`src/source/rasterix_cfg.svh`:
```
`ifndef RASTERIX_CFG_SVH
`define RASTERIX_CFG_SVH

// Screen geometry
`define X_RESOLUTION 16
`define Y_RESOLUTION 16
`define FB_SIZE (`X_RESOLUTION * `Y_RESOLUTION)

// Stream word and pixel widths
`define CMD_STREAM_WIDTH 16
`define COLOR_WIDTH 16

// Payload words of one triangle
`define TRIANGLE_REG_COUNT 12

`endif

```
`src/source/RasterixPkg.sv`:
```
`include "rasterix_cfg.svh"

package RasterixPkg;

    typedef logic [`CMD_STREAM_WIDTH - 1:0]        CmdWord;
    typedef logic [`COLOR_WIDTH - 1:0]             PixelColor;
    typedef logic [$clog2(`X_RESOLUTION) - 1:0]    ScreenCoord;
    typedef logic [$clog2(`FB_SIZE) - 1:0]         FbIndex;
    typedef logic signed [15:0]                    EdgeValue;
    typedef logic [3:0]                            RegIndex;

    typedef enum logic [3:0] {
        OpNop      = 4'd0,
        OpTriangle = 4'd1,
        OpClear    = 4'd2,
        OpRender   = 4'd3,
        OpCommit   = 4'd4
    } Opcode;

    typedef enum logic [2:0] {
        PsIdle,
        PsLoadTriangle,
        PsLoadClear,
        PsWaitRaster,
        PsWaitBuffer,
        PsSkip
    } ParserState;

    typedef enum logic {
        RsIdle,
        RsScan
    } RasterState;

    typedef enum logic [1:0] {
        FbIdle,
        FbClear,
        FbStream
    } FbState;

    // Triangle descriptor slot order
    localparam RegIndex SlotBbStart = 4'd0;
    localparam RegIndex SlotBbEnd   = 4'd1;
    localparam RegIndex SlotW0      = 4'd2;
    localparam RegIndex SlotW1      = 4'd3;
    localparam RegIndex SlotW2      = 4'd4;
    localparam RegIndex SlotW0IncX  = 4'd5;
    localparam RegIndex SlotW1IncX  = 4'd6;
    localparam RegIndex SlotW2IncX  = 4'd7;
    localparam RegIndex SlotW0IncY  = 4'd8;
    localparam RegIndex SlotW1IncY  = 4'd9;
    localparam RegIndex SlotW2IncY  = 4'd10;
    localparam RegIndex SlotColor   = 4'd11;

endpackage

```
`src/source/RegisterBank.sv`:
```
`timescale 1ns/100ps
`include "rasterix_cfg.svh"

module RegisterBank (
    input  logic                   aclk,
    input  logic                   rstN,
    input  logic                   regStart,
    input  logic                   regWrite,
    input  RasterixPkg::CmdWord    regData,
    output RasterixPkg::CmdWord    bbStart,
    output RasterixPkg::CmdWord    bbEnd,
    output RasterixPkg::EdgeValue  w0,
    output RasterixPkg::EdgeValue  w1,
    output RasterixPkg::EdgeValue  w2,
    output RasterixPkg::EdgeValue  w0IncX,
    output RasterixPkg::EdgeValue  w1IncX,
    output RasterixPkg::EdgeValue  w2IncX,
    output RasterixPkg::EdgeValue  w0IncY,
    output RasterixPkg::EdgeValue  w1IncY,
    output RasterixPkg::EdgeValue  w2IncY,
    output RasterixPkg::PixelColor fillColor
);
    import RasterixPkg::*;

    CmdWord  regFile [`TRIANGLE_REG_COUNT];
    RegIndex writePtr;
    logic    slotWrite;

    // Extra words beyond the last slot are ignored
    assign slotWrite = regWrite && (writePtr < RegIndex'(`TRIANGLE_REG_COUNT));

    always_ff @(posedge aclk or negedge rstN) begin
        if (!rstN) begin
            writePtr <= '0;
        end else if (regStart) begin
            writePtr <= '0;
        end else if (slotWrite) begin
            writePtr <= writePtr + 1'b1;
        end
    end

    always_ff @(posedge aclk) begin
        if (slotWrite) begin
            regFile[writePtr] <= regData;
        end
    end

    assign bbStart   = regFile[SlotBbStart];
    assign bbEnd     = regFile[SlotBbEnd];
    assign w0        = EdgeValue'(regFile[SlotW0]);
    assign w1        = EdgeValue'(regFile[SlotW1]);
    assign w2        = EdgeValue'(regFile[SlotW2]);
    assign w0IncX    = EdgeValue'(regFile[SlotW0IncX]);
    assign w1IncX    = EdgeValue'(regFile[SlotW1IncX]);
    assign w2IncX    = EdgeValue'(regFile[SlotW2IncX]);
    assign w0IncY    = EdgeValue'(regFile[SlotW0IncY]);
    assign w1IncY    = EdgeValue'(regFile[SlotW1IncY]);
    assign w2IncY    = EdgeValue'(regFile[SlotW2IncY]);
    assign fillColor = PixelColor'(regFile[SlotColor]);

endmodule

```
`config.mk`:
```
export PLATFORM = sky130hd
export DESIGN_NAME = RegisterBank
export DESIGN_NICKNAME = d
export VERILOG_FILES = /design/src/source/RasterixPkg.sv /design/src/source/RegisterBank.sv
export VERILOG_INCLUDE_DIRS = /design/src /design/src/source
export SDC_FILE = /design/constraint.sdc
export NUM_CORES = 1
export LEC_CHECK = 0
export ABC_AREA = 1
export ABC_CLOCK_PERIOD_IN_PS = 4030
export BUFFER_PORTS_ARGS = -buffer_cell sky130_fd_sc_hd__buf_2
export CORE_MARGIN = 1.5
export CORE_UTILIZATION = 53
export DETAILED_ROUTE_END_ITERATION = 8
export HOLD_SLACK_MARGIN = 0.03
export PLACE_DENSITY = 0.84
export RECOVER_POWER = 25
export SYNTH_ARGS = -nofsm -noshare
export SYNTH_HDL_FRONTEND = slang
export SYNTH_SLANG_ARGS = --single-unit
```
`constraint.sdc`:
```
create_clock -name aclk -period 4.03 [get_ports aclk]
set_input_delay 0.403 -clock aclk [delete_from_list [all_inputs] [get_ports aclk]]
set_output_delay 0.403 -clock aclk [all_outputs]
set_load 0.02 [all_outputs]
```
# --- Word-level counts from Yosys, hierarchy flattened ---
# Memory sizes are Yosys's and may differ from the RTL's.
# Cells that the tools add are included.
totals:
  ff_bits: 4
  latch_bits: 0
  ramBits: 192
  mem_bits_ro: 0
  word_cells: 10
  n_memories: 1
memory_table:
  columns: ["memory", "words", "width", "rd", "rd_clocked_by_memory_dff", "write_ports", "line_no", "text"]
  rows:
  - ["regFile", 12, 16, 12, 0, 1, "RegisterBank.sv:25", "CmdWord regFile [`TRIANGLE_REG_COUNT];"]
op_classes:
  n_addsub: 1
  mul: 0
  div_mod_pow: 0
  n_lt_le_gt_ge: 1
  n_eq_ne: 0
  n_shift: 0
  muxes: 4
  n_bitwise: 0
  n_reduce_logical: 2
ops:
  columns: ["op", "count"]
  rows:
  - ["$mux 4", 2]
  - ["$add 4x1->4 const B", 1]
  - ["$lt 4x4->1 const B", 1]
  - ["$mux 1", 2]
  - ["$reduce_bool 2->1", 1]
  - ["$logic_and 1x1->1", 1]

# --- Logic depth before layout (Yosys ltp) ---
# Gate-level depths: netlist of run 1.
depth:
  ltp_word: 4
  depth_mapped: 6
  depth_no_buf: 6

# --- Worst setup path after synthesis of run 1 ---
# Ideal clock, no wire load.
synth_path:
  kind: "reg2reg"
  start: "register writePtr[0]"
  end: "memory regFile[10][0] in the netlist's numbering (enable)"
  setup_ns: 0.388
  arrival_ns: 1.426
  setup_slack_ns: 2.215
  stages_incl_launch_ff: 5
  n_path_buf: 0
  period_less_slack_ns: 1.815
  path_cell_list: "dfrtp_1 > inv_1 > ha_1 > nand2_1 > nor2_1"
synth_between:
  elab_chain_len: 4
synth_lines:
  columns: ["item", "line_no", "text"]
  rows:
  - ["start: declaration", "RegisterBank.sv:26", "RegIndex writePtr;"]
  - ["start signal: assignment", "RegisterBank.sv:38", "writePtr <= writePtr + 1'b1;"]
  - ["$lt 4x4->1", "RegisterBank.sv:30", "assign slotWrite = regWrite && (writePtr < RegIndex'(`TRIANGLE_REG_COUNT));"]
  - ["$logic_and 1x1->1", "RegisterBank.sv:30", null]
  - ["$mux 1", "RegisterBank.sv:43", "if (slotWrite) begin"]
  - ["$mux 1 (implied by the code)", "RegisterBank.sv:44", "regFile[writePtr] <= regData;"]
  - ["end: declaration", "RegisterBank.sv:25", null]
# Parallel ways exist; a longest one is shown, timed or not.

# --- Worst setup path in the final report of run 1 ---
layout_path:
  start: "register writePtr[0]"
  end: "memory regFile[0][7] in the netlist's numbering (enable)"
# Same word-level chain as after synthesis.

==> impl_results.md, run 1 <==
* Status: complete, no violations
* Post-placement cell count at about 600
* DP HPWL at slightly above 9000 µm
* Area of the die at approximately 12,000 µm²
* CP Launch Type: flip-flop
* I/O Buffers at roughly 210
* Lkg Pwr at 2.97 nW
* Hold Crit Class: primary input to async pin
* Die X at about 110 µm
* Number of vias per cell at between 5 and 6
* Die height at 110 µm
* Routed via count at ~3,300
* R2R cell count at 4
* Layout cell share with drive strength beyond 1 at about 50%
* Most area-hungry cell type in the Yosys netlist: edfxtp_1
* Root Driver: clkbuf_16
* FMAX at between 0.4 and 0.5 GHz
* Syn_area_per_cell at between 20 and 30 µm²
* Cell Rows at 39
* Number of global-route vias before repair at roughly 3,000
* GRT Total Usage at 23.3%
* Placed cell areas at between 7000 and 8000 µm²
* Worst R2R End: regFile[0][7]
* Period utilization at a little over half
* Initial core utilization at approximately 54%
* Initial antenna violation count at 1
* Core ar. at roughly 11,000 µm²
* Crit-path max FO at 16
* Total gr overflow at 0
* Detail Route Antenna Nets at 0
* Diodes inserted at 0
* Worst slew pin tran at 1110 ps
* Count of final max-slew check failures at 0
* RSZ-0062 raised after global routing: false
* Clk pin slew, worst setup/hold paths at 70 ps
* Setup violators final at 0
* Worst IR Drop VDD at 0.287 mV
* Synthesized net count at 268
* Max-cap viol count at 0
* CP Class: flip-flop to flip-flop
* CP endpoint kind: flip-flop
* Clk buf depth at 2
* I/O pins at between 200 and 250
* CTS tree: done
* Mapped Cells at 244
* Yosys reg bits at between 150 and 200
* Drt first-iter violations at roughly 290
* Worst-Skew Late Latency at 420 ps
* Max H-tree Level at 4
* Nets at 499
* Final Hold Fails at 0
* Drt pass-1 iters at 6
* Design area at between 7000 and 8000 µm²
* Flop-to-flop setup slack at 1870 ps
* DR WL/cell at 22.4 µm
* Finished Layout Cells at 631
* Synth top area share at 94.5%
* Postcts setup bufs at 0
* DRC Markers at 0
* Sequential fraction of the synthesis area at a little under 100%
* First-pass GRT wire length at between 15,000 and 20,000 µm
* Setup TNS at 0 ps
* Slew margin rel. at a little over a quarter
* Final setup skew at 10.2 ps
* Yosys Warn Count at 0
* Clock sinks at 196
* CTS resizes at 0
* PD cells at just under 500 nW/µm²
* Hold_buf cts at 1
* Crit path arrival time at roughly 2200 ps
* Period minus WS final at 2160 ps
* Req. time, crit path at 4070 ps
* Area growth syn-to-layout at 29.4%
* Synth top area cells: edfxtp_1, dfrtp_1, nor2_1
* Routed WL at between 10,000 and 15,000 µm
* Pin count of the biggest net entering global routing at 18
* CTS buffer count at 17
* Cell variety after synth at 10
* Gp weighted congestion at between 0.7 and 0.8
* R2R Path Start: writePtr[0]
* Syn Std Cell Area at 6100 µm²
## per-layer routing
layer | GRT usage, % | up-vias | share of wire, %
met3 | 7.11 | 36 | 10
li1 | - | 1410 | -
met4 | 10.3 | 0 | 3.0
met1 | 31.1 | 1608 | 38
met2 | 36.1 | 238 | 49
met5 | 0 | - | 0
## sequential cells by signal, summed over array words and instances (netlist names)
name	count
regFile	192
writePtr	4
## layout make-up
class / instances / area, µm²
sequential: 196 / 5870
fill: 707 / 3420
timing repair buffer: 212 / 1050
clock buffer: 18 / 429
multi-input combinational: 40 / 238
tap: 143 / 179
clock inverter: 14 / 106
inverter: 8 / 30.0
## metrics by stage
step | hold WS (ps) | util, % | power, mW | worst slack (ps)
after global placement | 209 | 65.1 | 2.43 | 2100
after global routing | 293 | 69.8 | 4.02 | 1730
after detailed placement | 214 | 65.1 | 2.44 | 1890
after floorplan | 107 | - | 2.37 | 2220
final | 299 | 69.8 | 3.92 | 1870
after CTS | 284 | 69.9 | 3.93 | 1910
## Yosys cell counts (all sizes together)
cell and count:
nand3 8, dfrtp 4, nor2 14, nand2 14
edfxtp 192, inv 8, ha 4
## where the power goes
group / internal [mW] / total (mW) / switching, mW / leakage (nW)
sequential: 2.27 / 2.28 / 0.0104 / 1.79
combinational: 0.0251 / 0.118 / 0.0934 / 0.933
clock: 0.796 / 1.53 / 0.729 / 0.249
total: 3.09 / 3.92 / 0.833 / 2.97
## cell families (layout without fill, tap and decap cells)
logic type                 after synthesis  in the layout  share of synthesized area, %
adders and majority gates                4              4                         0.820
buffers and inverters                    8            252                         0.492
DFF                                    196            196                          96.1
and+or+nand+nor                         36             36                          2.58
## layout by cell type, fill, tap and decap left out
cell and count:
nand3_2 1, clkinv_1 1, clkbuf_1 14, clkinv_4 2, inv_1 7, inv_8 1, dlygate4sd3_1 1, inv_6 3
inv_2 1, nor2_1 2, dfrtp_1 4, edfxtp_1 192, clkbuf_16 17, nand3_1 7, buf_2 198, nand2_1 11
clkinvlp_4 5, ha_1 4, nor2_2 12, clkinv_2 2, nand2_2 3
## critical path, stage by stage (launching register included)
cell     delay [ps]
dfrtp_1         440
inv_1           130
ha_1            170
nand2_1         140
nor2_2          890
## worst max path at each step
| stage | to | depth (start not counted) | start |
|---|---|---|---|
| floorplan | regFile[10][0] | 4 | writePtr[0] |
| global placement | regFile[0][10] | 4 | writePtr[0] |
| detailed placement | regFile[0][0] | 4 | writePtr[0] |
| CTS | regFile[6][5] | 4 | writePtr[0] |
| global route | regFile[0][14] | 4 | writePtr[0] |
| finish | regFile[0][7] | 4 | writePtr[0] |
Note: power is estimated with default switching activity, not from simulation.
==> run 2, diff against run 1 <==
--- a/config.mk
+++ b/config.mk
@@ -7,13 +7,13 @@
 export NUM_CORES = 1
 export LEC_CHECK = 0
 export ABC_AREA = 1
-export ABC_CLOCK_PERIOD_IN_PS = 4030
+export ABC_CLOCK_PERIOD_IN_PS = 2200
 export BUFFER_PORTS_ARGS = -buffer_cell sky130_fd_sc_hd__buf_2
 export CORE_MARGIN = 1.5
-export CORE_UTILIZATION = 53
+export CORE_UTILIZATION = 49
 export DETAILED_ROUTE_END_ITERATION = 8
 export HOLD_SLACK_MARGIN = 0.03
-export PLACE_DENSITY = 0.84
+export PLACE_DENSITY = 0.78
 export RECOVER_POWER = 25
 export SYNTH_ARGS = -nofsm -noshare
 export SYNTH_HDL_FRONTEND = slang
==> constraint.sdc (replaced) <==
create_clock -name aclk -period 2.2 [get_ports aclk]
set_input_delay 0.22 -clock aclk [delete_from_list [all_inputs] [get_ports aclk]]
set_output_delay 0.22 -clock aclk [all_outputs]
set_load 0.02 [all_outputs]
==> impl_results.md, run 2 (same netlist as run 1, synthesis figures left out) <==
* DRC Markers at 0
* Crit-path max FO at 14
* Layout cell share with drive strength beyond 1 at between 50 and 60%
* DP HPWL at 9930 µm
* RSZ-0062 raised after global routing: false
* Finished Layout Cells at roughly 680
* Slowest Stage Delay on Critical Path at 440 ps
* First-pass GRT wire length at between 15,000 and 20,000 µm
* Design area at 8180 µm²
* Switching power at 1.40 mW
* Gp weighted congestion at 0.876
* Setup violators final at 0
* Slew margin rel. at a little over three fifths
* Top Registers: regFile: 192 flops, writePtr: 4 flops
* Setup TNS at 0 ps
* Flop-to-flop setup slack at between 500 and 600 ps
* Clock sinks at approximately 200
* Cell Rows at 40
* Postcts setup bufs at 0
* Most flops, register: regFile
* DR WL/cell at around 21 µm
* Nets at approximately 520
* Number of global-route vias before repair at 3,254
* CP Buf/Inv Count at 2
* Final Hold Fails at 0
* Worst IR Drop VDD at between 0.4 and 0.5 mV
* GRT Total Usage at between 20 and 25%
* Worst-Skew Late Latency at around 420 ps
* Count of final max-slew check failures at 0
* Routed WL at roughly 14,000 µm
* Crit path cell chain: inv_1 -> ha_1 -> nand2_1 -> nor2_2 -> buf_4
* CP top delay family: flip-flops
* Drt first-iter violations at 320
* Period minus WS final at about 1600 ps
* Seq pwr share at around 55%
* PD cells at slightly above 900 nW/µm²
* Period utilization at between 70% and 80%
* Clk buf depth at 2
* CP endpoint kind: flip-flop
* CP Launch Type: flip-flop
* Post-placement cell count at about 650
* Routed via count at ~3,400
* Core ar. at around 12,000 µm²
* Clock group share of total power at a little over two fifths
* Drt pass-1 iters at 4
* Hold Crit Class: primary input to async pin
* Number of vias per cell at between 4 and 5
* Placed cell areas at about 7600 µm²
* FMAX at between 0.6 and 0.7 GHz
* Total gr overflow at 0
* Pin count of the biggest net entering global routing at 17
* CTS tree: done
* I/O pins at 212
* Slowest CP cell: dfrtp_1
* R2R Path Start: writePtr[0]
* Diodes inserted at 0
* Initial core utilization at 50.6%
* Die height at between 100 and 150 µm
* Area growth syn-to-layout at 34.1%
* Commonest non-fill, non-tap cell in the layout: buf_2
* Req. time, crit path at roughly 2300 ps
* Max-cap viol count at 0
* Pint at about 6.2 mW
* Lkg Pwr at roughly 3.1 nW
* Worst slew pin tran at roughly 560 ps
* Detail Route Antenna Nets at 0
* Max H-tree Level at 4
* Final setup skew at approximately 7.3 ps
* R2R cell count at 5
* Commonest non-fill, non-tap cells in the layout: buf_2, edfxtp_1, buf_4
* CP Class: flip-flop to flip-flop
* Comb pwr share at 3.1%
* Max FFs per register at approximately 190
* Crit path arrival time at around 1800 ps
* Die X at between 100 and 150 µm
* CTS buffer count at 17
* Sw Share at a little under a fifth
* Status: complete, no violations
* Area of the die at about 13,000 µm²
* Root Driver: clkbuf_16
* Initial antenna violation count at 0
* Clk pin slew, worst setup/hold paths at ~60 ps
* I/O Buffers at ~210
* Worst R2R End: regFile[8][7]
-- run 2: changes by cell type in the layout (fill, tap and decap cells not counted) --
cell,previous run,this run
buf_2,198,197
buf_4,0,23
bufinv_16,0,5
clkbuf_1,14,15
clkinv_1,1,5
clkinv_2,2,1
clkinv_4,2,0
clkinvlp_4,5,2
inv_6,3,0
inv_8,1,0
-- run 2: power groups by stage --
stage	Combinational, mW	Sequential (mW)	Clock, mW
6_report	0.236	4.17	3.20
3_3_place_gp	0.232	4.25	0
5_1_grt	0.252	4.17	3.38
2_1_floorplan	0.0361	4.31	0
3_5_place_dp	0.240	4.25	0
4_1_cts	0.242	4.17	3.24
-- run 2: metrics by stage --
| stage | power, mW | hold slack (ps) | util, % | setup WS (ps) |
|---|---|---|---|---|
| after floorplan | 4.34 | -75.6 | - | 385 |
| after global placement | 4.48 | 26.9 | 62.8 | 692 |
| after detailed placement | 4.49 | 34.0 | 62.8 | 593 |
| after CTS | 7.65 | 117 | 68.0 | 588 |
| after global routing | 7.80 | 165 | 67.8 | 472 |
| final | 7.60 | 152 | 67.8 | 555 |
-- run 2: what timing repair did --
item                       in CTS  in global routing
hold buffers                    1                  0
gates resized for setup         0                  0
setup endpoints to repair       0                  0
hold endpoints to repair        4                  0
-- run 2: layout make-up --
type,instances,area (µm²)
fillers,789,3880
repair buffers,235,1220
well taps,168,210
flip-flops and latches,196,5870
clock buffers,18,429
inverters,8,30.0
clock inverters,13,189
multi-input cells,40,238
-- run 2: how the worst max path moves through the flow --
stage	cells past startpoint	slack, ps	endpoint	startpoint
2_1_floorplan	4	390	regFile[10][0]	writePtr[0]
3_3_place_gp	5	690	regFile[8][12]	writePtr[0]
3_5_place_dp	5	590	regFile[8][7]	writePtr[0]
4_1_cts	5	590	regFile[8][7]	writePtr[0]
5_1_grt	5	470	regFile[8][7]	writePtr[0]
6_report	5	550	regFile[8][7]	writePtr[0]
-- run 2: metal layers --
layer	track usage, %	vias up	routed length, µm
met2	35.8	195	7210
met3	6.99	22	1300
met4	10.0	0	271
li1	-	1451	-
met1	27.8	1702	5570
met5	0	-	0
-- run 2: worst reg2reg max path, cell delays in order, from the launching register on --
cell and delay [ps]:
dfrtp_1 440, inv_1 130, ha_1 160, nand2_1 110, nor2_2 200, buf_4 280
==> run 3, diff against run 2 <==
--- a/config.mk
+++ b/config.mk
@@ -6,14 +6,14 @@
 export SDC_FILE = /design/constraint.sdc
 export NUM_CORES = 1
 export LEC_CHECK = 0
-export ABC_AREA = 1
-export ABC_CLOCK_PERIOD_IN_PS = 2200
+export ABC_AREA = 0
+export ABC_CLOCK_PERIOD_IN_PS = 1510
 export BUFFER_PORTS_ARGS = -buffer_cell sky130_fd_sc_hd__buf_2
 export CORE_MARGIN = 1.5
-export CORE_UTILIZATION = 49
+export CORE_UTILIZATION = 44
 export DETAILED_ROUTE_END_ITERATION = 8
 export HOLD_SLACK_MARGIN = 0.03
-export PLACE_DENSITY = 0.78
+export PLACE_DENSITY = 0.74
 export RECOVER_POWER = 25
 export SYNTH_ARGS = -nofsm -noshare
 export SYNTH_HDL_FRONTEND = slang
==> constraint.sdc (replaced) <==
create_clock -name aclk -period 1.51 [get_ports aclk]
set_input_delay 0.151 -clock aclk [delete_from_list [all_inputs] [get_ports aclk]]
set_output_delay 0.151 -clock aclk [all_outputs]
set_load 0.02 [all_outputs]
==> impl_results.md, run 3 <==
* RSZ-0062 raised after global routing: true
* Setup violators final at 27
* I/O Buffers at 211
* CP endpoint kind: flip-flop
* Number of global-route vias before repair at 3,170
* Flop-to-flop setup slack at -10 ps
* CTS tree: done
* Placed cell areas at approximately 7800 µm²
* Cell variety after synth at 20
* Period minus WS final at between 1500 and 2000 ps
* Drt first-iter violations at 255
* Most frequent cells after synthesis: edfxtp_1, nor2_1
* CTS buffer count at 17
* Commonest non-fill, non-tap cells in the layout: buf_2, edfxtp_1, clkbuf_16
* Die height at 121 µm
* Clk pin slew, worst setup/hold paths at 70 ps
* Sequential fraction of the synthesis area at 95.5%
* Crit-path max FO at 8
* DRC Markers at 0
* Synth top area cells: edfxtp_1, dfrtp_1, ha_1
* Number of vias per cell at between 4 and 5
* Initial antenna violation count at 0
* Total gr overflow at 0
* Worst R2R End: regFile[0][4]
* Synth top area share at between 90% and 100%
* First-pass GRT wire length at between 15,000 and 20,000 µm
* Final setup skew at ~9.8 ps
* Yosys Warn Count at 0
* Detail Route Antenna Nets at 0
* Worst-Skew Late Latency at about 420 ps
* Period utilization at 101%
* FMAX at between 0.6 and 0.7 GHz
* Syn Std Cell Area at between 6000 and 7000 µm²
* Layout cell share with drive strength beyond 1 at 55.3%
* Count of final max-slew check failures at 0
* Total power at 11.1 mW
* Final setup margin at -12.3 ps
* Fill cell count at just over 900
* Violated checks: setup timing
* Multi-input gate area at roughly 350 µm²
* Crit path arrival time at 1660 ps
* Area growth syn-to-layout at 39.3%
* Nets at 520
* Routed via count at between 3,000 and 4,000
* Hold Crit Class: primary input to async pin
* DP HPWL at between 9000 and 10,000 µm
* DR WL/cell at 20.6 µm
* Worst slew pin tran at just over 500 ps
* Pin count of the biggest net entering global routing at 17
* Root Driver: clkbuf_16
* Top Registers: regFile: 192 flops, writePtr: 4 flops
* Slew margin rel. at about two thirds
* Count leader, synth: edfxtp_1
* Met1 Use GR at 25.1%
* Commonest register cell after synthesis: edfxtp_1
* Worst IR Drop VDD at roughly 0.64 mV
* Mapped Cells at 234
* Lkg Pwr at between 3 and 4 nW
* Cell Rows at 42
* Final Hold Fails at 0
* Setup TNS at -175 ps
* Req. time, crit path at around 1700 ps
* Most flops, register: regFile
* I/O pins at ~210
* R2R Path Start: writePtr[2]
* R2R cell count at 4
* Yosys reg bits at approximately 200
* Synthesized net count at between 200 and 300
* Initial core utilization at between 40% and 50%
* Commonest non-fill, non-tap cell in the layout: buf_2
* PD cells at around 1300 nW/µm²
* Status: finished with violations
* Fin Hold WS at about 47 ps
* Diodes inserted at 0
* Gp weighted congestion at a little over 0.8
* Drt pass-1 iters at 4
* Most area-hungry cell type in the Yosys netlist: edfxtp_1
* Asr flop ratio synth at about 2%
* CP Launch Type: flip-flop
* Syn_area_per_cell at between 20 and 30 µm²
* Clock sinks at approximately 200
* Clk buf depth at 2
* Area of the die at around 15,000 µm²
* CP Class: flip-flop to flip-flop
* Post-synth EDFFs at 192
* Core ar. at 13,500 µm²
* GRT met3 Usage at 5.08%
* GRT Total Usage at 19.3%
* Top Usage Layer GRT: met2
* Max H-tree Level at 4
* Reg area at 5870 µm²
* Die X at between 100 and 150 µm
* Met2 Resource Use GR at a little under a third
* Max-cap viol count at 0
* Max FFs per register at 192
* Routed WL at about 14,000 µm
* Design area at 8560 µm²
-- run 3: worst max-delay path by stage --
stage,startpoint,to,slack (ps),cells past startpoint
CTS,writePtr[1],regFile[3][4],1,3
floorplan,writePtr[0],regFile[0][0],-170,3
global placement,writePtr[0],regFile[0][13],50,4
detailed placement,writePtr[0],regFile[0][13],-20,4
global route,writePtr[0],regFile[2][13],-60,5
finish,writePtr[2],regFile[0][4],-10,4
-- run 3: power breakdown --
group | total, mW | switching (mW) | internal (mW)
logic | 0.428 | 0.284 | 0.144
clock network | 4.58 | 1.82 | 2.76
registers | 6.09 | 0.0240 | 6.06
total | 11.1 | 2.13 | 8.97
-- run 3: repair_timing --
item / in CTS / in global routing
pin swaps: 0 / 3
cloned: 0 / 2
endpoints found under the hold margin: 6 / 0
endpoints found under the setup margin: 56 / 111
hold buffers: 2 / 0
gates resized for setup: 4 / 6
setup buffers: 3 / 3
-- run 3: stage by stage --
stage	util, %	setup WS, ps	instances
3_3_place_gp	57.8	48.5	643
4_1_cts	63.0	1.15	679
2_1_floorplan	-	-171	234
3_5_place_dp	57.8	-23.3	643
5_1_grt	63.6	-59.3	684
6_report	63.6	-12.3	684
-- run 3: worst max-delay path: stages, from the launching register on --
cell and delay [ps]:
dfrtp_1 430, buf_4 180, nor4bb_4 270, buf_4 180
clkbuf_16 160
-- run 3: cells by family after synthesis --
logic type / after synthesis / share of synthesized area, %
adder cells (fa/ha/maj): 4 / 0.815
AND/OR/NAND/NOR: 24 / 2.28
multiplexers: 2 / 0.407
AO/OA/AOI/OAI: 3 / 0.407
buffers and inverters: 5 / 0.570
flip-flops: 196 / 95.5
-- run 3: area by class of cell --
class                      count  area share (%)
sequential                   196            68.5
multi-input combinational     33            4.09
clock inverter                13            2.15
timing repair buffer         246            17.5
tap                          176            2.57
clock buffer                  18            5.02
inverter                       2          0.0877
-- run 3: routing by layer --
layer | vias up | wire length, µm
li1 | 1462 | -
met1 | 1640 | 5860
met2 | 152 | 7090
met3 | 23 | 833
met4 | 0 | 292
met5 | - | 0
